==> config.mk <==
export PLATFORM = sky130hd
export DESIGN_NAME = wordGame
export DESIGN_NICKNAME = d
export VERILOG_FILES = /design/src/design/wordGamePkg.sv /design/src/design/gameLogic.sv /design/src/design/revealBuilder.sv /design/src/design/wordGame.sv /design/src/design/wordLoader.sv
export VERILOG_INCLUDE_DIRS = /design/src /design/src/design
export SDC_FILE = /design/constraint.sdc
export NUM_CORES = 1
export LEC_CHECK = 0
export BUFFER_PORTS_ARGS = -buffer_cell sky130_fd_sc_hd__buf_2
export CAP_MARGIN = 20
export CORE_ASPECT_RATIO = 1.5
export CORE_MARGIN = 5
export CORE_UTILIZATION = 45
export CTS_CLUSTER_SIZE = 20
export DETAILED_ROUTE_END_ITERATION = 10
export GPL_TIMING_DRIVEN = 0
export HOLD_SLACK_MARGIN = 0.1
export SLEW_MARGIN = 20
export SYNTH_ARGS = -nofsm -noshare
export SYNTH_HDL_FRONTEND = slang
export SYNTH_HIERARCHICAL = 1
export SYNTH_SLANG_ARGS = --single-unit
==> constraint.sdc <==
create_clock -name clk -period 2.9 [get_ports clk]
set_input_delay 0.58 -clock clk [delete_from_list [all_inputs] [get_ports clk]]
set_output_delay 0.58 -clock clk [all_outputs]
set_load 0.02 [all_outputs]
==> src/design/wordGame_cfg.svh <==
/* Build-time sizes for the word game core.
   Included by the package and by every RTL file that needs the word size or game limits. */
`ifndef WORDGAME_CFG_SVH
`define WORDGAME_CFG_SVH

// Letters in the secret word.
`define WORD_LEN 5

// Mistakes that end a game as a loss.
`define MAX_MISTAKES 6

`define BLANK_CHAR 8'h5F

`endif

==> src/design/wordGamePkg.sv <==
/* Shared types for the word game core.
   RTL modules import this package for letters, words, masks, counters and FSM states. */
`include "wordGame_cfg.svh"

package wordGamePkg;

    // One ASCII letter. Zero means no letter.
    typedef logic [7:0] letter_t;

    // Position 0 sits in the most significant byte.
    typedef logic [`WORD_LEN*8-1:0] word_t;

    // Bit i is set once position i is revealed.
    typedef logic [`WORD_LEN-1:0] mask_t;

    typedef logic [2:0] count_t;

    // CMP walks the word with a position index.
    typedef enum logic [2:0] {
        SET,
        CMP,
        STOP,
        IDLE,
        DONE
    } gameState_t;

endpackage

==> src/design/gameLogic.sv <==
/* Game FSM for the word game.
   Accepts guesses while idle, walks the secret word one position per cycle, then updates
   the reveal mask and the correct and mistake counts and decides win or loss. */
`timescale 1ns/1ns
`include "wordGame_cfg.svh"

module gameLogic (
    input  logic                 clk,
    input  logic                 nRst,
    input  logic                 hostConfirm,
    input  logic                 newGame,
    input  wordGamePkg::word_t   secretWord,
    input  logic                 wordReady,
    output logic                 loadEnable,
    input  wordGamePkg::letter_t guessLetter,
    input  logic                 guessValid,
    output logic                 guessReady,
    output wordGamePkg::mask_t   revealMask,
    output wordGamePkg::count_t  correctCount,
    output wordGamePkg::count_t  mistakeCount,
    output logic                 mistakePulse,
    output logic                 win,
    output logic                 lose
);
    import wordGamePkg::*;

    gameState_t state;
    gameState_t nextState;

    letter_t    guessReg;
    logic [2:0] posIdx;
    logic [2:0] cmpIdx;
    logic [2:0] cmpPos;
    logic       cmpHit;
    logic       cmpMatch;
    count_t     hitTally;
    mask_t      workMask;

    count_t     sumCorrect;
    count_t     bumpMistake;
    logic       isMistake;
    logic       winNext;
    logic       loseNext;

    function automatic letter_t letterAt(word_t w, logic [2:0] pos);
        return w[(`WORD_LEN - 1 - pos) * 8 +: 8];
    endfunction

    assign loadEnable = (state == SET) && !newGame;
    assign guessReady = (state == IDLE) && !newGame;

    // Compare stage. The hit is registered and folded into the tally one cycle later.
    assign cmpIdx   = (posIdx < `WORD_LEN) ? posIdx : 3'd0;
    assign cmpMatch = (guessReg != '0) &&
                      (guessReg == letterAt(secretWord, cmpIdx)) &&
                      !workMask[cmpIdx];

    // Scoring for the STOP cycle.
    assign sumCorrect  = correctCount + hitTally;
    assign bumpMistake = mistakeCount + 3'd1;
    assign isMistake   = (hitTally == '0) && (guessReg != '0);
    assign winNext     = (hitTally != '0) && (sumCorrect == `WORD_LEN);
    assign loseNext    = isMistake && (bumpMistake == `MAX_MISTAKES);

    always_comb begin
        nextState = state;
        case (state)
            SET: begin
                if (hostConfirm && wordReady) begin
                    nextState = IDLE;
                end
            end
            IDLE: begin
                if (guessValid) begin
                    nextState = CMP;
                end
            end
            CMP: begin
                // Index past the last letter means the final hit has been folded in.
                if (posIdx == `WORD_LEN) begin
                    nextState = STOP;
                end
            end
            STOP: begin
                if (winNext || loseNext) begin
                    nextState = DONE;
                end else begin
                    nextState = IDLE;
                end
            end
            DONE: begin
                nextState = DONE;
            end
            default: begin
                nextState = SET;
            end
        endcase
        if (newGame) begin
            nextState = SET;
        end
    end

    always_ff @(posedge clk, negedge nRst) begin
        if (!nRst) begin
            state        <= SET;
            posIdx       <= '0;
            cmpPos       <= '0;
            cmpHit       <= 1'b0;
            hitTally     <= '0;
            workMask     <= '0;
            revealMask   <= '0;
            correctCount <= '0;
            mistakeCount <= '0;
            mistakePulse <= 1'b0;
            win          <= 1'b0;
            lose         <= 1'b0;
        end else begin
            state        <= nextState;
            mistakePulse <= 1'b0;
            if (newGame) begin
                cmpHit       <= 1'b0;
                hitTally     <= '0;
                workMask     <= '0;
                revealMask   <= '0;
                correctCount <= '0;
                mistakeCount <= '0;
                win          <= 1'b0;
                lose         <= 1'b0;
            end else begin
                case (state)
                    IDLE: begin
                        if (guessValid) begin
                            posIdx   <= '0;
                            cmpHit   <= 1'b0;
                            hitTally <= '0;
                            workMask <= revealMask;
                        end
                    end
                    CMP: begin
                        if (cmpHit) begin
                            workMask[cmpPos] <= 1'b1;
                            hitTally         <= hitTally + 3'd1;
                        end
                        if (posIdx < `WORD_LEN) begin
                            cmpHit <= cmpMatch;
                            cmpPos <= posIdx;
                            posIdx <= posIdx + 3'd1;
                        end else begin
                            cmpHit <= 1'b0;
                        end
                    end
                    STOP: begin
                        revealMask <= workMask;
                        hitTally   <= '0;
                        // Repeating a revealed letter finds no new hit and so counts as a mistake.
                        if (hitTally != '0) begin
                            correctCount <= sumCorrect;
                        end else if (guessReg != '0) begin
                            mistakeCount <= bumpMistake;
                            mistakePulse <= 1'b1;
                        end
                        win  <= winNext;
                        lose <= loseNext;
                    end
                    default: begin
                    end
                endcase
            end
        end
    end

    // The guess letter is payload and only needs capturing on acceptance.
    always_ff @(posedge clk) begin
        if (state == IDLE && guessValid && !newGame) begin
            guessReg <= guessLetter;
        end
    end

endmodule

==> src/design/revealBuilder.sv <==
/* Display word builder.
   Registers the word shown to the player, with revealed letters in place and an underscore
   at every position the mask has not yet revealed. */
`timescale 1ns/1ns
`include "wordGame_cfg.svh"

module revealBuilder (
    input  logic               clk,
    input  logic               nRst,
    input  wordGamePkg::word_t secretWord,
    input  wordGamePkg::mask_t revealMask,
    output wordGamePkg::word_t revealWord
);
    import wordGamePkg::*;

    localparam word_t BLANK_WORD = {`WORD_LEN{`BLANK_CHAR}};

    word_t shownWord;

    // Mask bit i selects the byte of position i, counted from the top.
    always_comb begin
        shownWord = BLANK_WORD;
        for (int i = 0; i < `WORD_LEN; i++) begin
            if (revealMask[i]) begin
                shownWord[(`WORD_LEN - 1 - i) * 8 +: 8] =
                    secretWord[(`WORD_LEN - 1 - i) * 8 +: 8];
            end
        end
    end

    always_ff @(posedge clk, negedge nRst) begin
        if (!nRst) begin
            revealWord <= BLANK_WORD;
        end else begin
            revealWord <= shownWord;
        end
    end

endmodule

==> src/design/wordGame.sv <==
/* Top level of the word game core.
   Connects the secret word loader, the game FSM and the display builder to the host
   channel, the guess channel and the status outputs. */
`timescale 1ns/1ns

module wordGame (
    input  logic                 clk,
    input  logic                 nRst,
    input  wordGamePkg::letter_t hostLetter,
    input  logic                 hostValid,
    output logic                 hostReady,
    input  logic                 hostConfirm,
    input  logic                 newGame,
    input  wordGamePkg::letter_t guessLetter,
    input  logic                 guessValid,
    output logic                 guessReady,
    output wordGamePkg::word_t   revealWord,
    output wordGamePkg::count_t  correctCount,
    output wordGamePkg::count_t  mistakeCount,
    output logic                 mistakePulse,
    output logic                 win,
    output logic                 lose
);
    import wordGamePkg::*;

    word_t secretWord;
    logic  wordReady;
    logic  loadEnable;
    mask_t revealMask;

    wordLoader i_wordLoader (
        .clk        (clk),
        .nRst       (nRst),
        .hostLetter (hostLetter),
        .hostValid  (hostValid),
        .hostReady  (hostReady),
        .loadEnable (loadEnable),
        .secretWord (secretWord),
        .wordReady  (wordReady)
    );

    gameLogic i_gameLogic (
        .clk          (clk),
        .nRst         (nRst),
        .hostConfirm  (hostConfirm),
        .newGame      (newGame),
        .secretWord   (secretWord),
        .wordReady    (wordReady),
        .loadEnable   (loadEnable),
        .guessLetter  (guessLetter),
        .guessValid   (guessValid),
        .guessReady   (guessReady),
        .revealMask   (revealMask),
        .correctCount (correctCount),
        .mistakeCount (mistakeCount),
        .mistakePulse (mistakePulse),
        .win          (win),
        .lose         (lose)
    );

    revealBuilder i_revealBuilder (
        .clk        (clk),
        .nRst       (nRst),
        .secretWord (secretWord),
        .revealMask (revealMask),
        .revealWord (revealWord)
    );

endmodule

==> src/design/wordLoader.sv <==
/* Secret word loader.
   Takes host letters over a valid/ready channel while loading is enabled and shifts them
   into the word register, reporting when a full word is held. */
`timescale 1ns/1ns
`include "wordGame_cfg.svh"

module wordLoader (
    input  logic                clk,
    input  logic                nRst,
    input  wordGamePkg::letter_t hostLetter,
    input  logic                hostValid,
    output logic                hostReady,
    input  logic                loadEnable,
    output wordGamePkg::word_t  secretWord,
    output logic                wordReady
);
    import wordGamePkg::*;

    count_t letterCount;
    logic   accept;
    word_t  shiftedWord;

    assign hostReady = loadEnable && (letterCount < `WORD_LEN);
    assign accept    = hostValid && hostReady;
    assign wordReady = (letterCount == `WORD_LEN);

    // The first letter of a word drops whatever an earlier game left behind.
    always_comb begin
        if (letterCount == '0) begin
            shiftedWord = word_t'(hostLetter);
        end else begin
            shiftedWord = {secretWord[`WORD_LEN*8-9:0], hostLetter};
        end
    end

    // The count restarts whenever loading is disabled, so each new game starts empty.
    always_ff @(posedge clk, negedge nRst) begin
        if (!nRst) begin
            letterCount <= '0;
        end else if (!loadEnable) begin
            letterCount <= '0;
        end else if (accept) begin
            letterCount <= letterCount + 3'd1;
        end
    end

    // New letters enter at the low byte and move up one byte per letter.
    always_ff @(posedge clk) begin
        if (accept) begin
            secretWord <= shiftedWord;
        end
    end

endmodule

==> summary.md, run 1 <==
| Metric | Value |
|---|---|
| Clk slew on worst S/H paths | ~0.060 ns |
| First-pass GRT wire length | between 20 and 25 mm |
| Reg power frac | 0.368 |
| Setup crit start kind | register |
| DP Wirelength | between 8 and 9 mm |
| CP startpoint | i_gameLogic/posIdx[0]$_DFFE_PN0P_ |
| R2r startpoint | i_gameLogic/posIdx[0]$_DFFE_PN0P_ |
| Final hold violation count | 0 |
| Number of fill cells | 1023 |
| Fin. max-slew vios | 0 |
| Power per cell area | 943 nW/um2 |
| Critical setup path kind | reg2reg |
| Max-Cap Viols | 0 |
| Final Wtd Congestion | around 0.83 |
| CP Capture Type | register |
| Clock Tree Buf Depth | 2 |
| Period minus WS final | around 2.7 ns |
| # diodes | 0 |
| Synth area leader | edfxtp_1 |
| Clock insertion delay at the later pin of the skew report | roughly 0.4 ns |
| Post-synth EDFFs | 48 |
| Asr flop ratio synth | 0.610 |
| Hold WS | 0.338 ns |
| Core Area | ~12000 um2 |
| Flops & latches, synth | ~120 |
| WP data required | roughly 3.3 ns |
| Row count | 49 |
| Htree depth | 4 |
| Max Freq | about 0.37 GHz |
| Most frequent cells in the layout | buf_2, edfxtp_1, dfrtp_1 |
| VDD IR max | just over 0.6 mV |
| # nets final | between 500 and 600 |
| Clock root cell | clkbuf_16 |
| Final clock skew | between 0.007 and 0.008 ns |
| Final WL | around 13 mm |
| Drt via density | 5.27 |
| Critical path's top delay family | simple AND/OR/NAND/NOR gates |
| Internal | about 4300 uW |
| DIE AREA | approximately 14000 um2 |
| Synth warnings | 6 |
| Initial drt markers | about 160 |
| Crit path cell chain | nor2b_4, buf_6, inv_1, ha_2, or4b_1, o311ai_4, a32oi_2, xnor2_1, nor4_2, a22o_1 |
| Vias in the first global route | 3830 |
| CP max stage delay | about 0.52 ns |
| Status | completed |
| Net switching power figure | 2080 uW |
| Initial Utilization | 0.457 |
| Tcrit/Tclk final | 0.940 |
| Worst hold path startpoint | hostLetter[3] |
| CTS tree | done |
| Largest net degree at the start of global routing | 56 |
| Synth Instances | 430 |
| Top FF cell, synth | edfxtp_1 |
| RSZ-0062 raised after global routing | no |
| Synthesized Nets | roughly 460 |
| Commonest non-fill, non-tap cell in the layout | buf_2 |
| Die Y | roughly 140 um |
| Critical path arrival | around 3 ns |
| Worst slew pin tran | approximately 0.89 ns |
| First drt pass iteration count | 5 |
| Count of final setup violators | 0 |
| Share of layout cells above drive strength 1 | 0.338 |
| Antenna violations before repair | 0 |
| All-Layer GR Usage | 0.182 |
| Clock share of power | 0.342 |
| Cell Area, Placed | 6060 um2 |
| Slew Limit Headroom | 0.406 |
| Yosys cell types | just under 50 |
| Ports | between 70 and 80 |
| WL per Instance | between 15 and 20 um |
| Antenna-violating nets left | 0 |
| Switching Fraction | 0.328 |
| Post-route DRC | 0 |
| Synth top area share | 0.264 |
| Setup Total Neg Slack | 0 ns |
| Area growth, synth to finish | 23.2% |
| Leakage | 0.00272 uW |
| GR Overflow Total | 0 |
| Worst-path fanout max | 10 |
| Number of port buffers | a little over 70 |
| Die width | roughly 100 um |
| CP max stage cell | or4b_1 |
| Post-Syn Area | roughly 5500 um2 |
| Final instance area | between 6000 and 7000 um2 |
| CTS Buf Count | 17 |
| Hold Crit Class | in2reg |
| Comb power frac | 0.289 |
| Synth top area cells | edfxtp_1, dfrtp_1, dfstp_2 |
| Via count | between 3000 and 4000 |
| Sequential area share after synthesis | 0.614 |
| R2r setup slk | roughly 0.17 ns |
| Syn Area/Cell | roughly 13 um2 |
| Worst path buffer plus inverter count | 2 |
| Clock sink count | 123 |
layout make-up:
| class | instances | area [um2] | share of cell area |
|---|---|---|---|
| Clock inverter | 15 | 189 | 0.0281 |
| Sequential cell | 123 | 3360 | 0.499 |
| Multi-Input combinational cell | 275 | 2010 | 0.298 |
| Timing Repair Buffer | 74 | 415 | 0.0617 |
| Buffer | 15 | 87.6 | 0.0130 |
| Tap cell | 153 | 191 | 0.0284 |
| Inverter | 16 | 60.1 | 0.00892 |
| Clock buffer | 17 | 425 | 0.0632 |
registers in the layout, indices dropped and copies added, names as in the netlist:
| name | count |
|---|---|
| i_revealBuilder/revealWord | 40 |
| i_wordLoader/secretWord | 40 |
| i_gameLogic/guessReg | 8 |
| i_gameLogic/revealMask | 5 |
| i_gameLogic/workMask | 5 |
| i_gameLogic/cmpPos | 3 |
| i_gameLogic/correctCount | 3 |
| i_gameLogic/hitTally | 3 |
| i_gameLogic/mistakeCount | 3 |
| i_gameLogic/posIdx | 3 |
| i_gameLogic/state | 3 |
| i_wordLoader/letterCount | 3 |
| i_gameLogic/cmpHit | 1 |
| i_gameLogic/lose | 1 |
| i_gameLogic/mistakePulse | 1 |
| i_gameLogic/win | 1 |
cells by family (layout without fill, tap and decap cells):
family,count (synthesis),count (layout),synth area share
flip-flops,123,123,0.614
AND/OR/NAND/NOR,160,160,0.173
AO/OA/AOI/OAI,72,72,0.0843
adder cells (fa/ha/maj),12,12,0.0288
XOR/XNOR,13,13,0.0208
buffers and inverters,32,137,0.0275
multiplexers,18,18,0.0515
timing repair:
item	CTS	global route
resized for setup	4	7
endpoints found under the hold margin	10	0
endpoints found under the setup margin	1	2
pin swaps	0	1
hold buffers	1	0
buffers inserted	0	0
cells in the mapped netlist (2+ instances only):
cell and count:
and2_1 23, nand2b_1 41, nor2b_1 5, dfstp_2 30, nor3b_1 3, mux2i_1 9
nand2_1 18, dfrtp_1 45, nor2_1 23, xor2_1 4, ha_1 11, or4_1 2
inv_1 16, and2_2 22, mux4_2 8, a22o_1 2, o21ai_0 14, xnor2_1 9
nor3_1 3, nor4_1 4, a21boi_0 2, o31ai_1 3, buf_6 4, a21oi_1 26
nand3_1 8, a21o_1 2, a32oi_1 10, clkbuf_1 11, a31o_1 2, o21ai_1 2
edfxtp_1 48, and3_1 2, a2111oi_0 2
worst paths after layout:
kind	to	cells after the start
max	i_gameLogic/cmpHit$_DFFE_PN0P_	10
min	i_wordLoader/secretWord[3]$_DFFE_PP_	1
max reg2reg	i_gameLogic/cmpHit$_DFFE_PN0P_	10
min reg2reg	i_revealBuilder/revealWord[34]$_DFF_PN1_	1
max in group asynchronous	i_revealBuilder/revealWord[8]$_DFF_PN1_	3
min in group asynchronous	i_gameLogic/mistakeCount[2]$_DFFE_PN0P_	2
metal layers:
| metal | vias to the layer above | routed length (um) | global-route usage |
|---|---|---|---|
| met5 | - | 0 | 0 |
| met4 | 0 | 209 | 0.0587 |
| met3 | 14 | 496 | 0.0519 |
| met2 | 86 | 6820 | 0.318 |
| met1 | 1816 | 4980 | 0.214 |
| li1 | 1712 | - | - |
power by group through the flow:
stage          clock network (uW)  logic, uW  registers, uW
3_3_place_gp                    0       1740           2360
2_1_floorplan                   0       1230           2360
6_report                     2180       1840           2340
4_1_cts                      2220       1820           2340
5_1_grt                      2310       2000           2370
3_5_place_dp                    0       1790           2360
metrics by stage:
stage               setup WS (ns)  power (uW)   util  cells
floorplan                   0.138        3590      -    430
global placement           -0.801        4100  0.503    654
detailed placement         -0.350        4150  0.507    656
CTS                        0.0553        6380  0.561    688
global route              0.00166        6680  0.563    688
finish                      0.173        6350  0.563    688
Note: power is estimated with default switching activity, not from simulation.
==> inputs of run 2 (changes only) <==
Settings changed: CAP_MARGIN 20 to not set, CORE_UTILIZATION 45 to 50, PLACE_DENSITY set to 0.71.
==> run 2 against run 1 <==
  * Clock-buffer cell count rose by 4
  * Via count fell by 0.17%
  * Utilization rose by 6.7 points
==> summary.md, run 2 (synthesis gave the netlist of run 1 again) <==
| Metric | Value |
|---|---|
| Row count | 46 (-6.1%) |
| Max Freq | 0.362 GHz (-1.2%) |
| Final WL | 12.0 mm (-4.1%) |
| Final hold violation count | 0 (unchanged) |
| Fin. max-slew vios | 0 (unchanged) |
| Layout Utilization | 0.630 (+0.0668) |
| Critical path arrival | 3.10 ns (+0.02 ns) |
| Core Area | 10600 um2 (-11%) |
| Post-route DRC | 0 (unchanged) |
| Worst slew pin tran | 0.849 ns (-0.0386 ns) |
| Period minus WS final | 2.76 ns (+0.0330 ns) |
| Drt via density | 5.34 (+1.3%) |
| Antenna-violating nets left | 0 (unchanged) |
| Clock Tree Buf Depth | 2 (unchanged) |
| Area growth, synth to finish | 22.8% |
| Tcrit/Tclk final | 0.952 (+0.0114) |
| # nets final | 555 (-0.18%) |
| CTS Buf Count | 17 (unchanged) |
| GR Overflow Total | 0 (unchanged) |
| DIE AREA | 13200 um2 (-9.2%) |
| Share of layout cells above drive strength 1 | 0.335 (-0.00311) |
| Ports | 73 (unchanged) |
| Number of fill cells | 843 (-18%) |
| R2r setup slk | 0.14 ns (-0.03 ns) |
| Antenna violations before repair | 0 (unchanged) |
| Htree depth | 4 (unchanged) |
| Final clock skew | 0.00718 ns (-0.0000627 ns) |
| Count of final setup violators | 0 (unchanged) |
| Biggest regs | i_revealBuilder/revealWord (40), i_wordLoader/secretWord (40), i_gameLogic/guessReg (8) |
| DP Wirelength | 8.47 mm (-2.5%) |
| Status | completed |
| Hold WS | 0.146 ns (-0.192 ns) |
| Clock insertion delay at the later pin of the skew report | 0.41 ns (about the same) |
| First drt pass iteration count | 5 (unchanged) |
| Via count | 3622 (-0.17%) |
| Initial Utilization | 0.513 (+0.0561) |
| # diodes | 0 (unchanged) |
| Die width | 95.4 um (-4.6%) |
| Clk slew on worst S/H paths | 0.06 ns (about the same) |
| CP Capture Type | register |
| Max-Cap Viols | 0 (unchanged) |
| All-Layer GR Usage | 0.196 (+0.0135) |
| Number of port buffers | 71 (unchanged) |
| Power per cell area | 946 nW/um2 (+0.30%) |
| RSZ-0062 raised after global routing | yes |
| Final Wtd Congestion | 0.865 (+3.7%) |
| Slew Limit Headroom | 0.432 (+0.0258) |
| Hold Crit Class | in2async |
| Most frequent cells in the layout | buf_2, edfxtp_1, dfrtp_1 |
| Worst-path fanout max | 10 (unchanged) |
| Final worst slack | 0.140 ns (-0.0330 ns) |
| WP data required | 3.24 ns (about the same) |
| Commonest non-fill, non-tap cell in the layout | buf_2 |
| Setup Total Neg Slack | 0 ns (unchanged) |
| VDD IR max | 0.595 mV (-1.4%) |
| CTS tree | done |
| Vias in the first global route | 3910 (+2.1%) |
| Die Y | 138 um (-4.8%) |
| DP Worst Slack | -0.188 ns (+0.162 ns) |
| Clock root cell | clkbuf_16 |
| First-pass GRT wire length | 19.7 mm (-2.1%) |
| WL per Instance | 17.7 um (-2.7%) |
| Hold buffer count at cts | 0 (-1) |
| Critical setup path kind | reg2reg |
| Largest net degree at the start of global routing | 40 (-29%) |
| Initial drt markers | 226 (+46%) |
| R2r startpoint | i_gameLogic/posIdx[2]$_DFFE_PN0P_ |
| Setup crit start kind | register |
| Reg2Reg Depth | 10 (unchanged) |
| Clock sink count | 123 (unchanged) |
| Leakage | 0.00272 uW (about the same) |
| Reg-to-reg endpoint | i_gameLogic/cmpHit$_DFFE_PN0P_ |
| Setup bufs post-CTS | 0 (unchanged) |
| Total power | 6350 uW (about the same) |
[run 2: repair_timing]
| action | CTS | global route |
|---|---|---|
| gates resized for setup | 1 | 7 |
| hold endpoints to repair | 0 | 0 |
| setup endpoints to repair | 1 | 2 |
[run 2: routing by layer]
layer  up-vias  wire, um  share of wire  track usage
li1       1705         -              -            -
met1      1814      4650           0.39        0.236
met2        89      6610           0.55        0.333
met3        14       535          0.045       0.0494
met4         0       201          0.017       0.0707
met5         -         0              0            0
[run 2: layout make-up]
class | instances | area (um2) | share of cell area
clock buffer | 21 | 470 | 0.0701
buffer | 15 | 87.6 | 0.0131
tap | 144 | 180 | 0.0269
timing repair buffer | 73 | 398 | 0.0593
sequential | 123 | 3360 | 0.500
clock inverter | 11 | 166 | 0.0248
multi-input combinational | 275 | 1990 | 0.297
inverter | 16 | 60.1 | 0.00895
[run 2: where the power goes]
part           internal (uW)  switching [uW]
Combinational            766            1010
Clock                   1500             731
Sequential              2120             222
[run 2: through the flow]
stage / instance area (um2) / cells
after floorplan: 5470 / 430
after global placement: 6000 / 645
after detailed placement: 6040 / 647
after CTS: 6690 / 678
after global routing: 6710 / 678
final: 6710 / 678
[run 2: critical path, stage by stage, from the launching register on]
cell and delay (ns):
dfrtp_1 0.47, nor2b_2 0.20, buf_6 0.20, inv_1 0.06, ha_1 0.22, or4b_1 0.51
o311ai_2 0.19, a32oi_1 0.22, xnor2_1 0.18, nor4_2 0.28, a22o_1 0.17
[run 2: worst max-delay path by stage]
stage                                           endpoint                               from
2_1_floorplan       i_wordLoader/secretWord[0]$_DFFE_PP_                            newGame
4_1_cts                   i_gameLogic/cmpHit$_DFFE_PN0P_  i_gameLogic/posIdx[0]$_DFFE_PN0P_
3_5_place_dp              i_gameLogic/cmpHit$_DFFE_PN0P_  i_gameLogic/posIdx[0]$_DFFE_PN0P_
3_3_place_gp   i_wordLoader/secretWord[12]$_SDFFCE_PN0P_                            newGame
5_1_grt                   i_gameLogic/cmpHit$_DFFE_PN0P_  i_gameLogic/posIdx[2]$_DFFE_PN0P_
6_report                  i_gameLogic/cmpHit$_DFFE_PN0P_  i_gameLogic/posIdx[2]$_DFFE_PN0P_
==> inputs of run 3 (changes only) <==
Settings changed: RECOVER_POWER set to 25, SETUP_SLACK_MARGIN set to 0.02.
==> run 3 against run 2 <==
  * The flow now finishes with violations (capacitance limit, slew limit)
  * Utilization hardly changed
  * Clock-buffer cell count stayed put
  * Wire length hardly changed
  * Maximum frequency is 0.19% lower
  * Die area stayed put
  * Global-route usage hardly changed
  * Critical path depth stayed put
  * Clock power hardly changed
  * Power hardly changed
  * Clock skew is 0.00057 ns lower
  * Worst hold slack better by 0.20 ns
  * Sequential share of layout area hardly changed
  * Largest cell class unchanged
==> summary.md, run 3 (synthesis gave the netlist of run 1 again) <==
| Metric | Value |
|---|---|
| Status | finished with violations |
| Failing checks | capacitance limit, slew limit |
| Reg-to-reg endpoint | i_gameLogic/cmpHit$_DFFE_PN0P_ |
| R2r startpoint | i_gameLogic/posIdx[2]$_DFFE_PN0P_ |
| Max Freq | 0.362 GHz (-0.19%) |
| Commonest non-fill, non-tap cell in the layout | buf_2 |
| Tcrit/Tclk final | 0.953 (+0.00178) |
| CTS Buf Count | 17 (unchanged) |
| Clock sink count | 123 (unchanged) |
| Placed Cells | 647 (unchanged) |
| Reg2Reg Depth | 10 (unchanged) |
| CP startpoint | i_gameLogic/posIdx[2]$_DFFE_PN0P_ |
| Core Area | 10600 um2 (unchanged) |
| Internal | 4380 uW (about the same) |
| Initial Utilization | 0.513 (unchanged) |
| Worst-path fanout max | 10 (unchanged) |
| WP data required | 3.24 ns (about the same) |
| Clock insertion delay at the later pin of the skew report | 0.41 ns (about the same) |
| Final instance area | 6710 um2 (about the same) |
| # diodes | 0 (unchanged) |
| Cell Area, Placed | 6040 um2 (unchanged) |
| DIE AREA | 13200 um2 (unchanged) |
| Ports | 73 (unchanged) |
| Die width | 95.4 um (unchanged) |
| Switching Fraction | 0.309 (-0.000528) |
| Clock share of power | 0.352 (about the same) |
| Vias in the first global route | 3910 (unchanged) |
| CTS tree | done |
| Antenna-violating nets left | 0 (unchanged) |
| Finished Layout Cells | 678 (unchanged) |
| Critical setup path kind | reg2reg |
| Drt via density | 5.38 (+0.64%) |
| WL per Instance | 17.7 um (about the same) |
| R2r setup slk | 0.14 ns (about the same) |
| Setup Total Neg Slack | 0 ns (unchanged) |
| First-pass GRT wire length | 19.7 mm (+0.18%) |
| # nets final | 555 (unchanged) |
| Reg power frac | 0.369 (about the same) |
| Biggest regs | i_revealBuilder/revealWord (40), i_wordLoader/secretWord (40), i_gameLogic/guessReg (8) |
| Critical path arrival | 3.10 ns (about the same) |
| Hold Crit Class | in2reg |
| Worst slew pin tran | 2.09 ns (+1.24 ns) |
| CP endpoint | i_gameLogic/cmpHit$_DFFE_PN0P_ |
| Final hold violation count | 0 (unchanged) |
| Post-route DRC | 0 (unchanged) |
| Largest net degree at the start of global routing | 40 (unchanged) |
| Share of layout cells above drive strength 1 | 0.333 (-0.00187) |
| Slew Limit Headroom | -0.391 (-0.824) |
| Row count | 46 (unchanged) |
| Setup crit start kind | register |
| DP Worst Slack | -0.188 ns (unchanged) |
| Antenna violations before repair | 0 (unchanged) |
| Clock root cell | clkbuf_16 |
| Final worst slack | 0.135 ns (-0.00517 ns) |
| Final clock skew | 0.00660 ns (-0.000572 ns) |
| Power per cell area | 946 nW/um2 (about the same) |
| Htree depth | 4 (unchanged) |
| Net switching power figure | 1960 uW (-0.26%) |
| Fin. max-slew vios | 39 (+39) |
| Comb power frac | 0.279 (about the same) |
| Final WL | 12.0 mm (about the same) |
| Clock Tree Buf Depth | 2 (unchanged) |
| All-Layer GR Usage | 0.196 (+0.000226) |
| Most frequent cells in the layout | buf_2, edfxtp_1, dfrtp_1 |
| VDD IR max | 0.596 mV (about the same) |
| CP Capture Type | register |
| Final Wtd Congestion | 0.865 (unchanged) |
| Area growth, synth to finish | 22.7% (about the same) |
| Max-Cap Viols | 1 (+1) |
| Period minus WS final | 2.76 ns (+0.00517 ns) |
| Via count | 3645 (+0.64%) |
| Hold WS | 0.349 ns (+0.203 ns) |
| Leakage | 0.00272 uW (-0.13%) |
| DP Wirelength | 8.47 mm (unchanged) |
| Count of final setup violators | 0 (unchanged) |
| First drt pass iteration count | 4 (-1) |
| Clk slew on worst S/H paths | 0.06 ns (about the same) |
| RSZ-0062 raised after global routing | yes |
| Setup bufs post-CTS | 0 (unchanged) |
| Number of port buffers | 71 (unchanged) |
| Initial drt markers | 214 (-5.3%) |
| Die Y | 138 um (unchanged) |
| GR Overflow Total | 0 (unchanged) |
run 3: changes by cell type in the layout (fill, tap and decap cells not counted), sizes merged:
cell and delta:
clkbuf +1, buf -1
run 3: area by class of cell:
class	count	area, um2
plain buffers	15	87.6
clock buffers	21	470
clock inverters	11	166
fillers	843	3940
inverters	16	60.1
multi-input cells	275	1990
flip-flops and latches	123	3360
well taps	144	180
repair buffers	73	394
run 3: worst min path at each step:
stage	start	endpoint	slack [ns]	depth (start not counted)
floorplan	nRst	i_gameLogic/cmpHit$_DFFE_PN0P_	0.28	0
global placement	i_wordLoader/secretWord[8]$_SDFFCE_PN0P_	i_revealBuilder/revealWord[8]$_DFF_PN1_	0.48	1
detailed placement	i_wordLoader/secretWord[14]$_SDFFCE_PN0P_	i_revealBuilder/revealWord[14]$_DFF_PN1_	0.47	1
CTS	nRst	i_gameLogic/workMask[3]$_DFFE_PN0P_	0.15	1
global route	hostLetter[0]	i_wordLoader/secretWord[0]$_DFFE_PP_	0.33	1
finish	hostLetter[4]	i_wordLoader/secretWord[4]$_DFFE_PP_	0.35	1
run 3: layer usage:
metal / up-vias / global-route usage / share of wire
li1: 1703 / - / -
met4: 0 / 0.0707 / 0.018
met1: 1820 / 0.237 / 0.38
met5: - / 0 / 0
met2: 103 / 0.332 / 0.55
met3: 19 / 0.0494 / 0.050
run 3: repair_timing:
item | 4_1_cts | 5_1_grt
hold buffers | 0 | 0
endpoints found under the setup margin | 1 | 2
gates resized for setup | 2 | 6
run 3: worst max-delay path, cell delays in order (launching register included):
cell and delay, ns:
dfrtp_1 0.47, nor2b_2 0.20, buf_6 0.21, inv_1 0.06
ha_1 0.22, or4b_1 0.51, o311ai_2 0.18, a32oi_1 0.22
xnor2_1 0.18, nor4_2 0.28, a22o_1 0.17
run 3: through the flow:
step	utilization	power, uW
finish	0.630	6340
global route	0.630	6690
CTS	0.628	6370
detailed placement	0.568	4110
global placement	0.564	4050
floorplan	-	3590
run 3: power groups by stage:
stage                     sequential [uW]  combinational [uW]  clock (uW)
final                                2340                1770        2230
after global routing                 2370                1960        2360
after CTS                            2340                1760        2270
after detailed placement             2360                1750           0
after global placement               2360                1690           0
after floorplan                      2360                1230           0
